### config.mk
export PLATFORM = sky130hd
export DESIGN_NAME = risc_pipe
export DESIGN_NICKNAME = d
export VERILOG_FILES = /design/src/hdl/isa_pkg.sv /design/src/hdl/apb_pkg.sv /design/src/hdl/apb_issue_port.sv /design/src/hdl/decode_stage.sv /design/src/hdl/execute_stage.sv /design/src/hdl/result_stage.sv /design/src/hdl/risc_pipe.sv
export SDC_FILE = /design/constraint.sdc
export NUM_CORES = 2
export LEC_CHECK = 0
export BUFFER_PORTS_ARGS = -buffer_cell sky130_fd_sc_hd__buf_2
export CAP_MARGIN = 20
export CORE_MARGIN = 2
export CORE_UTILIZATION = 55
export DETAILED_ROUTE_END_ITERATION = 10
export GPL_TIMING_DRIVEN = 0
export HOLD_SLACK_MARGIN = 0.06
export MAX_ROUTING_LAYER = met4
export PLACE_DENSITY = 0.74
export SLEW_MARGIN = 20
export SYNTH_ARGS = -nofsm -noshare
export SYNTH_HDL_FRONTEND = slang
export SYNTH_SLANG_ARGS = --single-unit
export TNS_END_PERCENT = 100
### constraint.sdc
create_clock -name clk -period 3.31 [get_ports clk]
set_clock_uncertainty 0.05 [all_clocks]
set_input_delay 0.1655 -clock clk [delete_from_list [all_inputs] [get_ports clk]]
set_output_delay 0.1655 -clock clk [all_outputs]
set_load 0.05 [all_outputs]
### src/hdl/isa_pkg.sv
`default_nettype none

package isa_pkg;

  localparam int data_width = 32;

  // opcode values not listed here behave as a nop
  typedef enum logic [5:0] {
    op_nop  = 6'd0,
    op_add  = 6'd1,
    op_sub  = 6'd2,
    op_and  = 6'd3,
    op_or   = 6'd4,
    op_xor  = 6'd5,
    op_slt  = 6'd6,
    op_sll  = 6'd7,
    op_srl  = 6'd8,
    op_addi = 6'd9,
    op_andi = 6'd10,
    op_ori  = 6'd11
  } opcode_e;

  // shifts move operand_b (rt) by shamt
  typedef enum logic [3:0] {
    alu_add,
    alu_sub,
    alu_and,
    alu_or,
    alu_xor,
    alu_slt,
    alu_sll,
    alu_srl
  } alu_op_e;

  // r-form layout, i-form words reuse the low 16 bits as immediate
  typedef struct packed {
    opcode_e    opcode;
    logic [4:0] rs;
    logic [4:0] rt;
    logic [4:0] rd;
    logic [4:0] shamt;
    logic [5:0] funct_unused;
  } inst_t;

  // imm16 is the i-form immediate, made of {rd, shamt, funct_unused}
  function automatic logic [15:0] imm16(inst_t inst);
    return {inst.rd, inst.shamt, inst.funct_unused};
  endfunction

  typedef struct packed {
    logic                  valid;
    alu_op_e               alu_op;
    logic [data_width-1:0] operand_a;
    logic [data_width-1:0] operand_b;
    logic [4:0]            shamt;
    logic [4:0]            dest;
    logic                  write;
  } exec_req_t;

  typedef struct packed {
    logic                  valid;
    logic [4:0]            dest;
    logic [data_width-1:0] value;
    logic                  write;
  } wb_t;

endpackage

`default_nettype wire

### src/hdl/apb_pkg.sv
`default_nettype none

package apb_pkg;

  // requester side of the bus, the slave drives prdata/pready/pslverr
  typedef struct packed {
    logic        psel;
    logic        penable;
    logic        pwrite;
    logic [11:0] paddr;
    logic [31:0] pwdata;
  } apb_req_t;

  ////////////////////////////////////////////////////////////////////////////
  // register map
  ////////////////////////////////////////////////////////////////////////////

  // write-only, each write issues one instruction
  localparam logic [11:0] addr_issue = 12'h000;

  // register n lives at base + 4*n
  localparam logic [11:0] addr_reg_base = 12'h100;
  localparam logic [11:0] addr_reg_last = addr_reg_base + 12'd124;

endpackage

`default_nettype wire

### src/hdl/apb_issue_port.sv
`default_nettype none

module apb_issue_port #(
  parameter int num_regs = 32
) (
  input  wire logic              clk,
  input  wire logic              rst_n,
  input  wire apb_pkg::apb_req_t apb,
  output logic [31:0]            prdata,
  output logic                   pready,
  output logic                   pslverr,
  output logic                   issue,
  output isa_pkg::inst_t         issue_inst,
  output logic [4:0]             rd_addr,
  input  wire logic [31:0]       rd_data,
  input  wire logic [2:0]        stage_valid
);

  localparam int reg_aw = $clog2(num_regs);

  logic        setup_phase;
  logic        access_phase;
  logic [11:0] reg_offset;
  logic        reg_hit;
  logic        issue_hit;
  logic        read_hit;
  logic        busy_next;
  logic        pending;
  logic        pready_d;
  logic        pslverr_d;

  assign setup_phase  = apb.psel && !apb.penable;
  assign access_phase = apb.psel && apb.penable;

  ////////////////////////////////////////////////////////////////////////////
  // address decode
  ////////////////////////////////////////////////////////////////////////////

  assign reg_offset = apb.paddr - apb_pkg::addr_reg_base;

  // word aligned and below num_regs, so a 16 entry file leaves a hole
  assign reg_hit = (apb.paddr >= apb_pkg::addr_reg_base) &&
                   (apb.paddr <= apb_pkg::addr_reg_last) &&
                   (reg_offset[1:0] == 2'b00) &&
                   (int'(reg_offset[11:2]) < num_regs);

  assign issue_hit = apb.pwrite && (apb.paddr == apb_pkg::addr_issue);
  assign read_hit  = !apb.pwrite && reg_hit;
  assign rd_addr   = 5'(reg_offset[reg_aw+1:2]);

  ////////////////////////////////////////////////////////////////////////////
  // response
  ////////////////////////////////////////////////////////////////////////////

  // decode/execute entries are still in flight next cycle,
  // a result stage entry reaches the register file at this edge
  assign busy_next = stage_valid[0] || stage_valid[1];

  // transfer still waiting for its completing cycle
  assign pending = setup_phase || (access_phase && !pready);

  always_comb begin
    pready_d  = 1'b0;
    pslverr_d = 1'b0;
    if (pending) begin
      pready_d  = read_hit ? !busy_next : 1'b1;
      pslverr_d = !(issue_hit || read_hit);
    end
  end

  always_ff @(posedge clk or negedge rst_n) begin
    if (!rst_n) begin
      pready  <= 1'b0;
      pslverr <= 1'b0;
    end else begin
      pready  <= pready_d;
      pslverr <= pslverr_d;
    end
  end

  // one strobe in the completing access cycle
  assign issue      = access_phase && pready && issue_hit;
  assign issue_inst = isa_pkg::inst_t'(apb.pwdata);
  assign prdata     = (access_phase && pready && read_hit) ? rd_data : 32'd0;

  a_pready_in_access: assert property (
    @(posedge clk) disable iff (!rst_n) pready |-> access_phase
  );

  // a register read only completes on a drained pipe
  a_read_on_idle_pipe: assert property (
    @(posedge clk) disable iff (!rst_n)
    (access_phase && pready && read_hit) |-> (stage_valid == 3'b000)
  );

endmodule

`default_nettype wire

### src/hdl/decode_stage.sv
`default_nettype none

module decode_stage (
  input  wire logic                             clk,
  input  wire logic                             rst_n,
  input  wire logic                             issue,
  input  wire isa_pkg::inst_t                   issue_inst,
  output logic [4:0]                            rs_addr,
  output logic [4:0]                            rt_addr,
  input  wire logic [isa_pkg::data_width-1:0]   rs_data,
  input  wire logic [isa_pkg::data_width-1:0]   rt_data,
  input  wire isa_pkg::wb_t                     wb,
  output isa_pkg::exec_req_t                    req,
  output logic                                  valid
);

  logic                           valid_q;
  isa_pkg::inst_t                 inst_q;
  isa_pkg::alu_op_e               alu_op;
  logic                           use_imm;
  logic                           use_rd;
  logic                           writes;
  logic [4:0]                     dest;
  logic                           fwd_rs;
  logic                           fwd_rt;
  logic [isa_pkg::data_width-1:0] rs_val;
  logic [isa_pkg::data_width-1:0] rt_val;

  always_ff @(posedge clk or negedge rst_n) begin
    if (!rst_n) begin
      valid_q <= 1'b0;
    end else begin
      valid_q <= issue;
    end
  end

  always_ff @(posedge clk) begin
    if (issue) begin
      inst_q <= issue_inst;
    end
  end

  assign rs_addr = inst_q.rs;
  assign rt_addr = inst_q.rt;
  assign valid   = valid_q;

  ////////////////////////////////////////////////////////////////////////////
  // control table
  ////////////////////////////////////////////////////////////////////////////

  always_comb begin
    alu_op  = isa_pkg::alu_add;
    use_imm = 1'b0;
    use_rd  = 1'b1;
    writes  = 1'b1;
    case (inst_q.opcode)
      isa_pkg::op_add: alu_op = isa_pkg::alu_add;
      isa_pkg::op_sub: alu_op = isa_pkg::alu_sub;
      isa_pkg::op_and: alu_op = isa_pkg::alu_and;
      isa_pkg::op_or:  alu_op = isa_pkg::alu_or;
      isa_pkg::op_xor: alu_op = isa_pkg::alu_xor;
      isa_pkg::op_slt: alu_op = isa_pkg::alu_slt;
      isa_pkg::op_sll: alu_op = isa_pkg::alu_sll;
      isa_pkg::op_srl: alu_op = isa_pkg::alu_srl;
      // i-form, result goes to rt
      isa_pkg::op_addi,
      isa_pkg::op_andi,
      isa_pkg::op_ori: begin
        use_imm = 1'b1;
        use_rd  = 1'b0;
        if (inst_q.opcode == isa_pkg::op_andi) begin
          alu_op = isa_pkg::alu_and;
        end else if (inst_q.opcode == isa_pkg::op_ori) begin
          alu_op = isa_pkg::alu_or;
        end
      end
      // nop and unknown opcodes
      default: writes = 1'b0;
    endcase
  end

  assign dest = use_rd ? inst_q.rd : inst_q.rt;

  // bypass the entry being written back in this same cycle
  assign fwd_rs = wb.valid && wb.write && (wb.dest != 5'd0) && (wb.dest == inst_q.rs);
  assign fwd_rt = wb.valid && wb.write && (wb.dest != 5'd0) && (wb.dest == inst_q.rt);
  assign rs_val = fwd_rs ? wb.value : rs_data;
  assign rt_val = fwd_rt ? wb.value : rt_data;

  always_comb begin
    req.valid     = valid_q;
    req.alu_op    = alu_op;
    req.operand_a = rs_val;
    req.operand_b = use_imm ? {{(isa_pkg::data_width-16){1'b0}}, isa_pkg::imm16(inst_q)}
                            : rt_val;
    req.shamt     = inst_q.shamt;
    req.dest      = dest;
    req.write     = writes && (dest != 5'd0);
  end

  // the port must not issue faster than one per two cycles
  a_no_issue_overlap: assert property (
    @(posedge clk) disable iff (!rst_n) issue |-> !valid_q
  );

endmodule

`default_nettype wire

### src/hdl/execute_stage.sv
`default_nettype none

module execute_stage (
  input  wire logic               clk,
  input  wire logic               rst_n,
  input  wire isa_pkg::exec_req_t req,
  output isa_pkg::wb_t            wb,
  output logic                    valid
);

  localparam int dw = isa_pkg::data_width;

  logic               valid_q;
  isa_pkg::exec_req_t req_q;
  logic [dw-1:0]      result;

  always_ff @(posedge clk or negedge rst_n) begin
    if (!rst_n) begin
      valid_q <= 1'b0;
    end else begin
      valid_q <= req.valid;
    end
  end

  // payload only loads on a real request
  always_ff @(posedge clk) begin
    if (req.valid) begin
      req_q <= req;
    end
  end

  ////////////////////////////////////////////////////////////////////////////
  // alu
  ////////////////////////////////////////////////////////////////////////////

  always_comb begin
    case (req_q.alu_op)
      isa_pkg::alu_add: result = req_q.operand_a + req_q.operand_b;
      isa_pkg::alu_sub: result = req_q.operand_a - req_q.operand_b;
      isa_pkg::alu_and: result = req_q.operand_a & req_q.operand_b;
      isa_pkg::alu_or:  result = req_q.operand_a | req_q.operand_b;
      isa_pkg::alu_xor: result = req_q.operand_a ^ req_q.operand_b;
      // signed compare
      isa_pkg::alu_slt: begin
        result = {{(dw-1){1'b0}},
                  ($signed(req_q.operand_a) < $signed(req_q.operand_b))};
      end
      isa_pkg::alu_sll: result = req_q.operand_b << req_q.shamt;
      isa_pkg::alu_srl: result = req_q.operand_b >> req_q.shamt;
      default:          result = '0;
    endcase
  end

  always_comb begin
    wb.valid = valid_q;
    wb.dest  = req_q.dest;
    wb.value = result;
    wb.write = req_q.write;
  end

  assign valid = valid_q;

endmodule

`default_nettype wire

### src/hdl/result_stage.sv
`default_nettype none

module result_stage #(
  parameter int num_regs = 32
) (
  input  wire logic                           clk,
  input  wire logic                           rst_n,
  input  wire isa_pkg::wb_t                   wb_in,
  output isa_pkg::wb_t                        wb_out,
  input  wire logic [4:0]                     rs_addr,
  input  wire logic [4:0]                     rt_addr,
  input  wire logic [4:0]                     dbg_addr,
  output logic [isa_pkg::data_width-1:0]      rs_data,
  output logic [isa_pkg::data_width-1:0]      rt_data,
  output logic [isa_pkg::data_width-1:0]      dbg_data,
  output logic                                valid
);

  localparam int dw     = isa_pkg::data_width;
  localparam int reg_aw = $clog2(num_regs);

  logic          valid_q;
  isa_pkg::wb_t  wb_q;
  logic          wr_en;
  logic [dw-1:0] regs [num_regs];

  always_ff @(posedge clk or negedge rst_n) begin
    if (!rst_n) begin
      valid_q <= 1'b0;
    end else begin
      valid_q <= wb_in.valid;
    end
  end

  always_ff @(posedge clk) begin
    if (wb_in.valid) begin
      wb_q <= wb_in;
    end
  end

  always_comb begin
    wb_out       = wb_q;
    wb_out.valid = valid_q;
  end

  assign valid = valid_q;

  ////////////////////////////////////////////////////////////////////////////
  // register file
  ////////////////////////////////////////////////////////////////////////////

  // destinations past num_regs are dropped
  assign wr_en = valid_q && wb_q.write && (wb_q.dest != 5'd0) &&
                 (int'(wb_q.dest) < num_regs);

  always_ff @(posedge clk or negedge rst_n) begin
    if (!rst_n) begin
      for (int i = 0; i < num_regs; i++) begin
        regs[i] <= '0;
      end
    end else if (wr_en) begin
      regs[wb_q.dest[reg_aw-1:0]] <= wb_q.value;
    end
  end

  // r0 and unmapped entries read as zero
  function automatic logic [dw-1:0] read_reg(input logic [4:0] addr);
    if ((addr == 5'd0) || (int'(addr) >= num_regs)) begin
      return '0;
    end
    return regs[addr[reg_aw-1:0]];
  endfunction

  always_comb begin
    rs_data  = read_reg(rs_addr);
    rt_data  = read_reg(rt_addr);
    dbg_data = read_reg(dbg_addr);
  end

  // decode must already have cleared write for destination 0
  a_no_r0_write: assert property (
    @(posedge clk) disable iff (!rst_n)
    (wb_in.valid && wb_in.write) |-> (wb_in.dest != 5'd0)
  );

endmodule

`default_nettype wire

### src/hdl/risc_pipe.sv
`default_nettype none

module risc_pipe #(
  parameter int num_regs = 32
) (
  input  wire logic              clk,
  input  wire logic              rst_n,
  input  wire apb_pkg::apb_req_t apb,
  output logic [31:0]            prdata,
  output logic                   pready,
  output logic                   pslverr
);

  logic                           issue;
  isa_pkg::inst_t                 issue_inst;
  logic [4:0]                     rd_addr;
  logic [isa_pkg::data_width-1:0] rd_data;
  logic [4:0]                     rs_addr;
  logic [4:0]                     rt_addr;
  logic [isa_pkg::data_width-1:0] rs_data;
  logic [isa_pkg::data_width-1:0] rt_data;
  isa_pkg::exec_req_t             exec_req;
  isa_pkg::wb_t                   ex_wb;
  isa_pkg::wb_t                   res_wb;
  logic                           dec_valid;
  logic                           ex_valid;
  logic                           res_valid;

  // stage_valid is {result, execute, decode}
  apb_issue_port #(
    .num_regs(num_regs)
  ) port_i (
    .clk        (clk),
    .rst_n      (rst_n),
    .apb        (apb),
    .prdata     (prdata),
    .pready     (pready),
    .pslverr    (pslverr),
    .issue      (issue),
    .issue_inst (issue_inst),
    .rd_addr    (rd_addr),
    .rd_data    (rd_data),
    .stage_valid({res_valid, ex_valid, dec_valid})
  );

  decode_stage decode_i (
    .clk        (clk),
    .rst_n      (rst_n),
    .issue      (issue),
    .issue_inst (issue_inst),
    .rs_addr    (rs_addr),
    .rt_addr    (rt_addr),
    .rs_data    (rs_data),
    .rt_data    (rt_data),
    .wb         (res_wb),
    .req        (exec_req),
    .valid      (dec_valid)
  );

  execute_stage execute_i (
    .clk   (clk),
    .rst_n (rst_n),
    .req   (exec_req),
    .wb    (ex_wb),
    .valid (ex_valid)
  );

  result_stage #(
    .num_regs(num_regs)
  ) result_i (
    .clk      (clk),
    .rst_n    (rst_n),
    .wb_in    (ex_wb),
    .wb_out   (res_wb),
    .rs_addr  (rs_addr),
    .rt_addr  (rt_addr),
    .dbg_addr (rd_addr),
    .rs_data  (rs_data),
    .rt_data  (rt_data),
    .dbg_data (rd_data),
    .valid    (res_valid)
  );

endmodule

`default_nettype wire

## After elaboration in Yosys (flattened, before gate mapping)

Index checks and enable logic that the tools add are counted.

| word-level totals | value |
|---|---|
| register bits after elaboration | 1178 |
| output and inout port bits | 34 |
| input port bits | 49 |

| cells by class | value |
|---|---|
| multiplexer cells | 35 |
| add/subtract/negate cells | 3 |
| eq/ne operators | 20 |
| $lt $le $gt $ge | 9 |
| shifts and indexed selects | 2 |
| reduce and logical (&&, ||, !) cells | 35 |
| bitwise logic cells | 7 |

Operators with widths:

| kind | count |
|---|---|
| bitwise mux 1024 bit | 1 |
| two-way mux 32 bit | 16 |
| binary-select mux 32 bit (select 5 bit) | 3 |
| case mux 32 bit (8 select lines) | 1 |
| demux 32 bit (select 5 bit) | 1 |
| adder 32 bit | 1 |
| AND 32 bit | 1 |
| less-than comparator 32 bit | 1 |
| bitwise OR 32 bit | 1 |
| case mux 4 bit (8 select lines) | 1 |
| left shift 32 x 5 -> 32 bit | 1 |
| >> shifter 32 x 5 -> 32 bit | 1 |
| subtractor 32 bit | 1 |
| XOR 32 bit | 1 |
| == test 6 x 3 -> 1 bit (second input constant) | 4 |
| == test 6 x 4 -> 1 bit (second input constant) | 4 |
| greater-or-equal comparator 6 bit (second input constant) | 4 |
| inverter 5 -> 6 bit | 4 |
| logical AND 1 bit | 17 |
| == test 4 x 3 -> 1 bit (second input constant) | 4 |
| two-way mux 16 bit | 1 |
| logical NOT 5 bit | 3 |
| == test 6 x 2 -> 1 bit (second input constant) | 2 |
| greater-or-equal comparator 12 x 9 -> 1 bit (second input constant) | 1 |
| other kinds (20) | 36 |

## Logic depth before layout (Yosys ltp)

| depth | value |
|---|---|
| word-level depth | 8 |
| mapped depth | 13 |
| depth with buffers taken out | 13 |

## By module

Synthesis repeated with hierarchy kept, for this count alone.

| second synthesis, totals | value |
|---|---|
| cells, all modules | 6037 |
| area total of the unflattened synthesis | 77476.8 µm² |

Modules (own cells, without submodules):

| module | instances | area each (µm²) | cells an instance |
|---|---|---|---|
| result_stage | 1 | 63860.0 | 4389 |
| execute_stage | 1 | 10114.7 | 1283 |
| decode_stage | 1 | 2805.2 | 276 |
| apb_issue_port | 1 | 696.9 | 89 |

## Least setup slack after synthesis

OpenSTA, ideal clock, no wires.

| path | value |
|---|---|
| path type | input to register |
| start point | input apb[34] in the netlist's numbering |
| end point | register decode_i.inst_q[0] in the netlist's numbering, enable pin |
| arrival | 3.387 ns |
| stages | 6 |
| data required time | 2.797 ns |
| path buffers | 3 |
| path slack | -0.590 ns |
| path through | clkbuf_1 -> buf_2 -> buf_1 -> nor2_1 -> nand4b_1 -> nor3_1 |

| between the ends | value |
|---|---|
| word-level cells in the longest chain between the ends | 3 |

RTL lines:

| item | RTL line | text |
|---|---|---|
| start, declared | risc_pipe.sv:8 | `input wire apb_pkg::apb_req_t apb,` |
| logical NOT 12 bit | apb_issue_port.sv:47 | `assign issue_hit = apb.pwrite && (apb.paddr == apb_pkg::addr_issue);` |
| logical AND 1 bit | apb_issue_port.sv:47 |  |
| logical AND 1 bit | apb_issue_port.sv:82 | `assign issue = access_phase && pready && issue_hit;` |
| net decode_i.issue | decode_stage.sv:6 | `input wire logic issue,` |
| end signal, assigned | decode_stage.sv:39 | `inst_q <= issue_inst;` |
| end, declared | decode_stage.sv:18 | `isa_pkg::inst_t inst_q;` |

The timed path passes the listed nets, and every way through them passes these cells.
A chain may end at the register's enable or synchronous reset.

## Worst setup path in the final report

| path | value |
|---|---|
| start point | register execute_i.req_q[12] in the netlist's numbering |
| end point | register result_i.wb_q (netlist bit result_i.wb_out[1]), data pin |

| between the ends | value |
|---|---|
| word-level cells in the longest chain between the ends | 2 |
| elaborated cells on any way between the ends | 4 |
| classes of those cells | order compare (1); shift (2); mux (1) |

RTL lines:

| item | RTL line | text |
|---|---|---|
| start, declared | execute_stage.sv:14 | `isa_pkg::exec_req_t req_q;` |
| start signal, assigned | execute_stage.sv:28 | `req_q <= req;` |
| less-than comparator 32 bit, or another cell as far along | execute_stage.sv:46 | `($signed(req_q.operand_a) < $signed(req_q.operand_b))};` |
| case mux 32 bit (8 select lines) * | execute_stage.sv:37 | `case (req_q.alu_op)` |
| end signal, assigned | result_stage.sv:37 | `wb_q <= wb_in;` |
| end, declared | result_stage.sv:23 | `isa_pkg::wb_t wb_q;` |

Every way passes the cells marked *; elsewhere a longest branch is shown, timed or not.

==> results_dict.tcl <==
set metrics [dict create \
    status "finished, violations left" \
    violations "negative setup slack" \
    cts_tree "done" \
    drive_above_1_share_pct 41.83 \
    worstSetupStartpointType "register" \
    clkTransAtPathRegs_ps 60 \
    die_y_um 375.5 \
    io_buffers 79 \
    setup_violations 162 \
    cp_max_fo 6 \
    die_width_um 375.5 \
    reg2reg_depth 12 \
    core-area_mm2 0.1372 \
    maxCapViolCount 0 \
    min_path_type "primary input to register" \
    grt_use_total_pct 47.38 \
    first_pass_iters 9 \
    place_congestion 1.091 \
    period_share_pct 113.8 \
    cts_buffer_depth 3 \
    grt_pass1_wl_mm 451.0 \
    clkLatencyLatePin_ps 830 \
    num_rows 136 \
    cts_root_buf "clkbuf_16" \
    critPathKind "register to register" \
    pwr_density_cell_mw_per_mm2 356.4 \
    finalHoldViolations 0 \
    power.leakage_nw 38.16 \
    wirelength_mm 324.4 \
    grt-ovfl-total 0 \
    ios 83 \
    ir_worst_vdd_mv 0.4635 \
    worstMarginPinSlew_ps 1160 \
    drt-wirelength-per-cell_um 40.55 \
    ys_seq_area_share_pct 39.78 \
    ctsHtreeMaxLevel 4 \
    ys_ff_latch 1177 \
    synth_area_per_cell_um2 13.31 \
    rsz0062_at_grt "true" \
    dp_hpwl_mm 229.5 \
    die_area_mm2 0.1410 \
    cts_sinks 1177 \
    dp_slack_ps -1491 \
    end_kind "register" \
    synth_edf_count 148 \
    drtIter0Drc 10020 \
    area_delta_synth_final_pct 14.50 \
    syn_inst 5702 \
    grt_max_degree 141 \
    worst_slack_ps -458.0 \
    syn-num-nets 5849 \
    slew_headroom_pct 22.69 \
    worstPathArrival_ps 4190 \
    ant_nets 0 \
    fmax_mhz 265.4 \
    synth_warnings 0 \
    async_flop_share_pct 87.43 \
    critPathRequiredTime_ps 3730 \
    antenna_found_initial 20 \
    initial_core_util_pct 55.35 \
    drc 0 \
    grt_pass1_vias 60240 \
    dr_total_vias 61430 \
    ys.flop_type "dfrtp_1" \
    synth.distinct_cells 81 \
    finalCriticalPeriod_ps 3768 \
    synthesis.area_mm2 0.07591 \
    min_path_cells 5 \
    slew_viol_final 0 \
    cts_buffers 131 \
    vias_per_cell 7.680 \
    holdWs_ps 322.2 \
    final_nets 6219 \
]
cell type report:
| type | instances | area, µm² |
|---|---|---|
| diodes | 27 | 67.56 |
| plain buffers | 600 | 3410 |
| clock buffers | 178 | 3740 |
| clock inverters | 61 | 673.1 |
| fillers | 10160 | 50240 |
| inverters | 99 | 375.4 |
| multi-input cells | 3817 | 44050 |
| flip-flops and latches | 1177 | 30200 |
| well taps | 1794 | 2245 |
| repair buffers | 246 | 2157 |
critical path, cell delays in order (launching register included):
cell	delay [ps]
edfxtp_1	450
buf_6	190
fa_2	420
nor2_4	110
o311a_4	220
o21ai_4	90
o32a_4	230
o211ai_4	260
a221oi_4	120
o31a_1	280
o221a_1	230
o211ai_1	520
nand3_1	270
state kept, by name, indices dropped and copies added, names as in the netlist, 5 cells and up:
register and flops:
result_i.regs 1024, execute_i.req_q 72, result_i.wb_out 38, decode_i.inst_q 17, execute_i.wb 6, decode_i.req 5
decode_i.rs_addr 5, decode_i.rt_addr 5
through the flow:
step / TNS (ps) / utilization [%] / total power, mW / cell area, µm² / instances
floorplan: 0 / - / 15.23 / 75910 / 5702
finish: -7604 / 63.37 / 30.97 / 86910 / 7999
detailed placement: -306190 / 57.68 / 15.77 / 79110 / 7597
global placement: - / 57.28 / 15.74 / 78550 / 7575
global route: -2524 / 63.36 / 31.49 / 86900 / 7993
CTS: -1873 / 62.65 / 30.81 / 85920 / 7944
where the power goes:
group	switching (mW)	internal [mW]
clock	6.54	8.83
combinational	0.690	0.297
sequential	0.00109	14.6
total	7.23	23.7
Yosys cell counts, drive strengths merged (7+ instances only):
cell    instances  area, µm²
o211ai         58      449.2
nand2b         17      106.4
a31oi           7      43.79
ha             96       1201
o21ai         274       1375
a211oi         21      157.7
clkbuf        425       1595
nand3          26      130.1
buf           184      800.8
nor2b          22      137.6
a22oi         108      810.8
nor3           32      165.2
o21bai          8      60.06
mux2i         289       2893
xnor2          29      254.0
a21o           17      127.6
a21oi         186      930.9
nand2         151      566.8
and2            8      50.05
a221o          11      110.1
inv            99      371.6
nor2          304       1144
nand4          10      62.56
a221oi         87      779.5
mux2         1101      12400
or2             8      52.56
o31ai          12      90.09
mux4          783      17630
dfrtp        1029      25750
nor4           16      100.1
o22ai          36      225.2
o21a           10      75.07
edfxtp        148       4444
kinds of logic after synthesis:
group	synth area share [%]
simple gates	3.537
flops	39.78
compound gates	7.627
xor+xnor	0.4038
fa+ha+maj	1.635
buf+inv	3.646
mux	43.37
layer usage:
metal | vias to the layer above | global-route usage, % | part of all wire (%)
met4 | 0 | 34.92 | 9.4
met1 | 31290 | 53.36 | 33
met5 | - | - | 0
met3 | 1697 | 23.22 | 15
met2 | 5317 | 64.95 | 43
li1 | 23130 | - | -
worst paths after layout:
kind                                          start                 end  slack [ps]
worst max register to register  execute_i.req_q[12]  result_i.wb_out[1]        -460
worst min-delay path                        apb[44]      port_i.pslverr         320
max in group asynchronous                     rst_n      decode_i.valid         830
worst max-delay path            execute_i.req_q[12]  result_i.wb_out[1]        -460
min in group asynchronous                     rst_n  result_i.regs[856]         440
worst min register to register      execute_i.wb[0]  result_i.wb_out[0]         380
what timing repair did:
item                                    CTS  global route
buffers inserted                         41            29
hold buffers                             75             0
resized for setup                       535           259
pin swaps                                27            32
hold endpoints to repair                506             0
endpoints found under the setup margin  859           552
cloned                                    0             0
cells in the final DEF, fill, tap and decap left out, types with 17 or more instances in the layout:
master / Yosys / routed
clkbuf_8: 0 / 22
buf_4: 2 / 123
nand2_1: 151 / 151
o211ai_1: 57 / 57
buf_6: 2 / 40
diode_2: 0 / 27
o22ai_1: 36 / 32
mux2i_1: 289 / 279
nand3_1: 26 / 22
a211oi_1: 21 / 17
o21ai_0: 188 / 159
dfrtp_1: 1029 / 1027
a22oi_1: 108 / 103
nor2_2: 1 / 17
a221oi_1: 86 / 75
clkbuf_2: 0 / 151
clkbuf_1: 425 / 240
a21oi_1: 186 / 174
o21ai_2: 1 / 39
nor3_1: 31 / 22
clkbuf_16: 0 / 135
mux2_2: 845 / 845
buf_2: 70 / 114
o21ai_1: 85 / 74
ha_1: 96 / 83
dlygate4sd3_1: 0 / 75
buf_1: 110 / 20
mux2_1: 256 / 256
inv_1: 91 / 79
nand2b_1: 17 / 17
clkinv_2: 0 / 24
nor2_1: 303 / 282
nor2b_1: 22 / 20
mux4_2: 783 / 783
inv_2: 8 / 19
clkbuf_4: 0 / 63
xnor2_1: 29 / 28
edfxtp_1: 148 / 148
(Power assumes the default switching activity.)
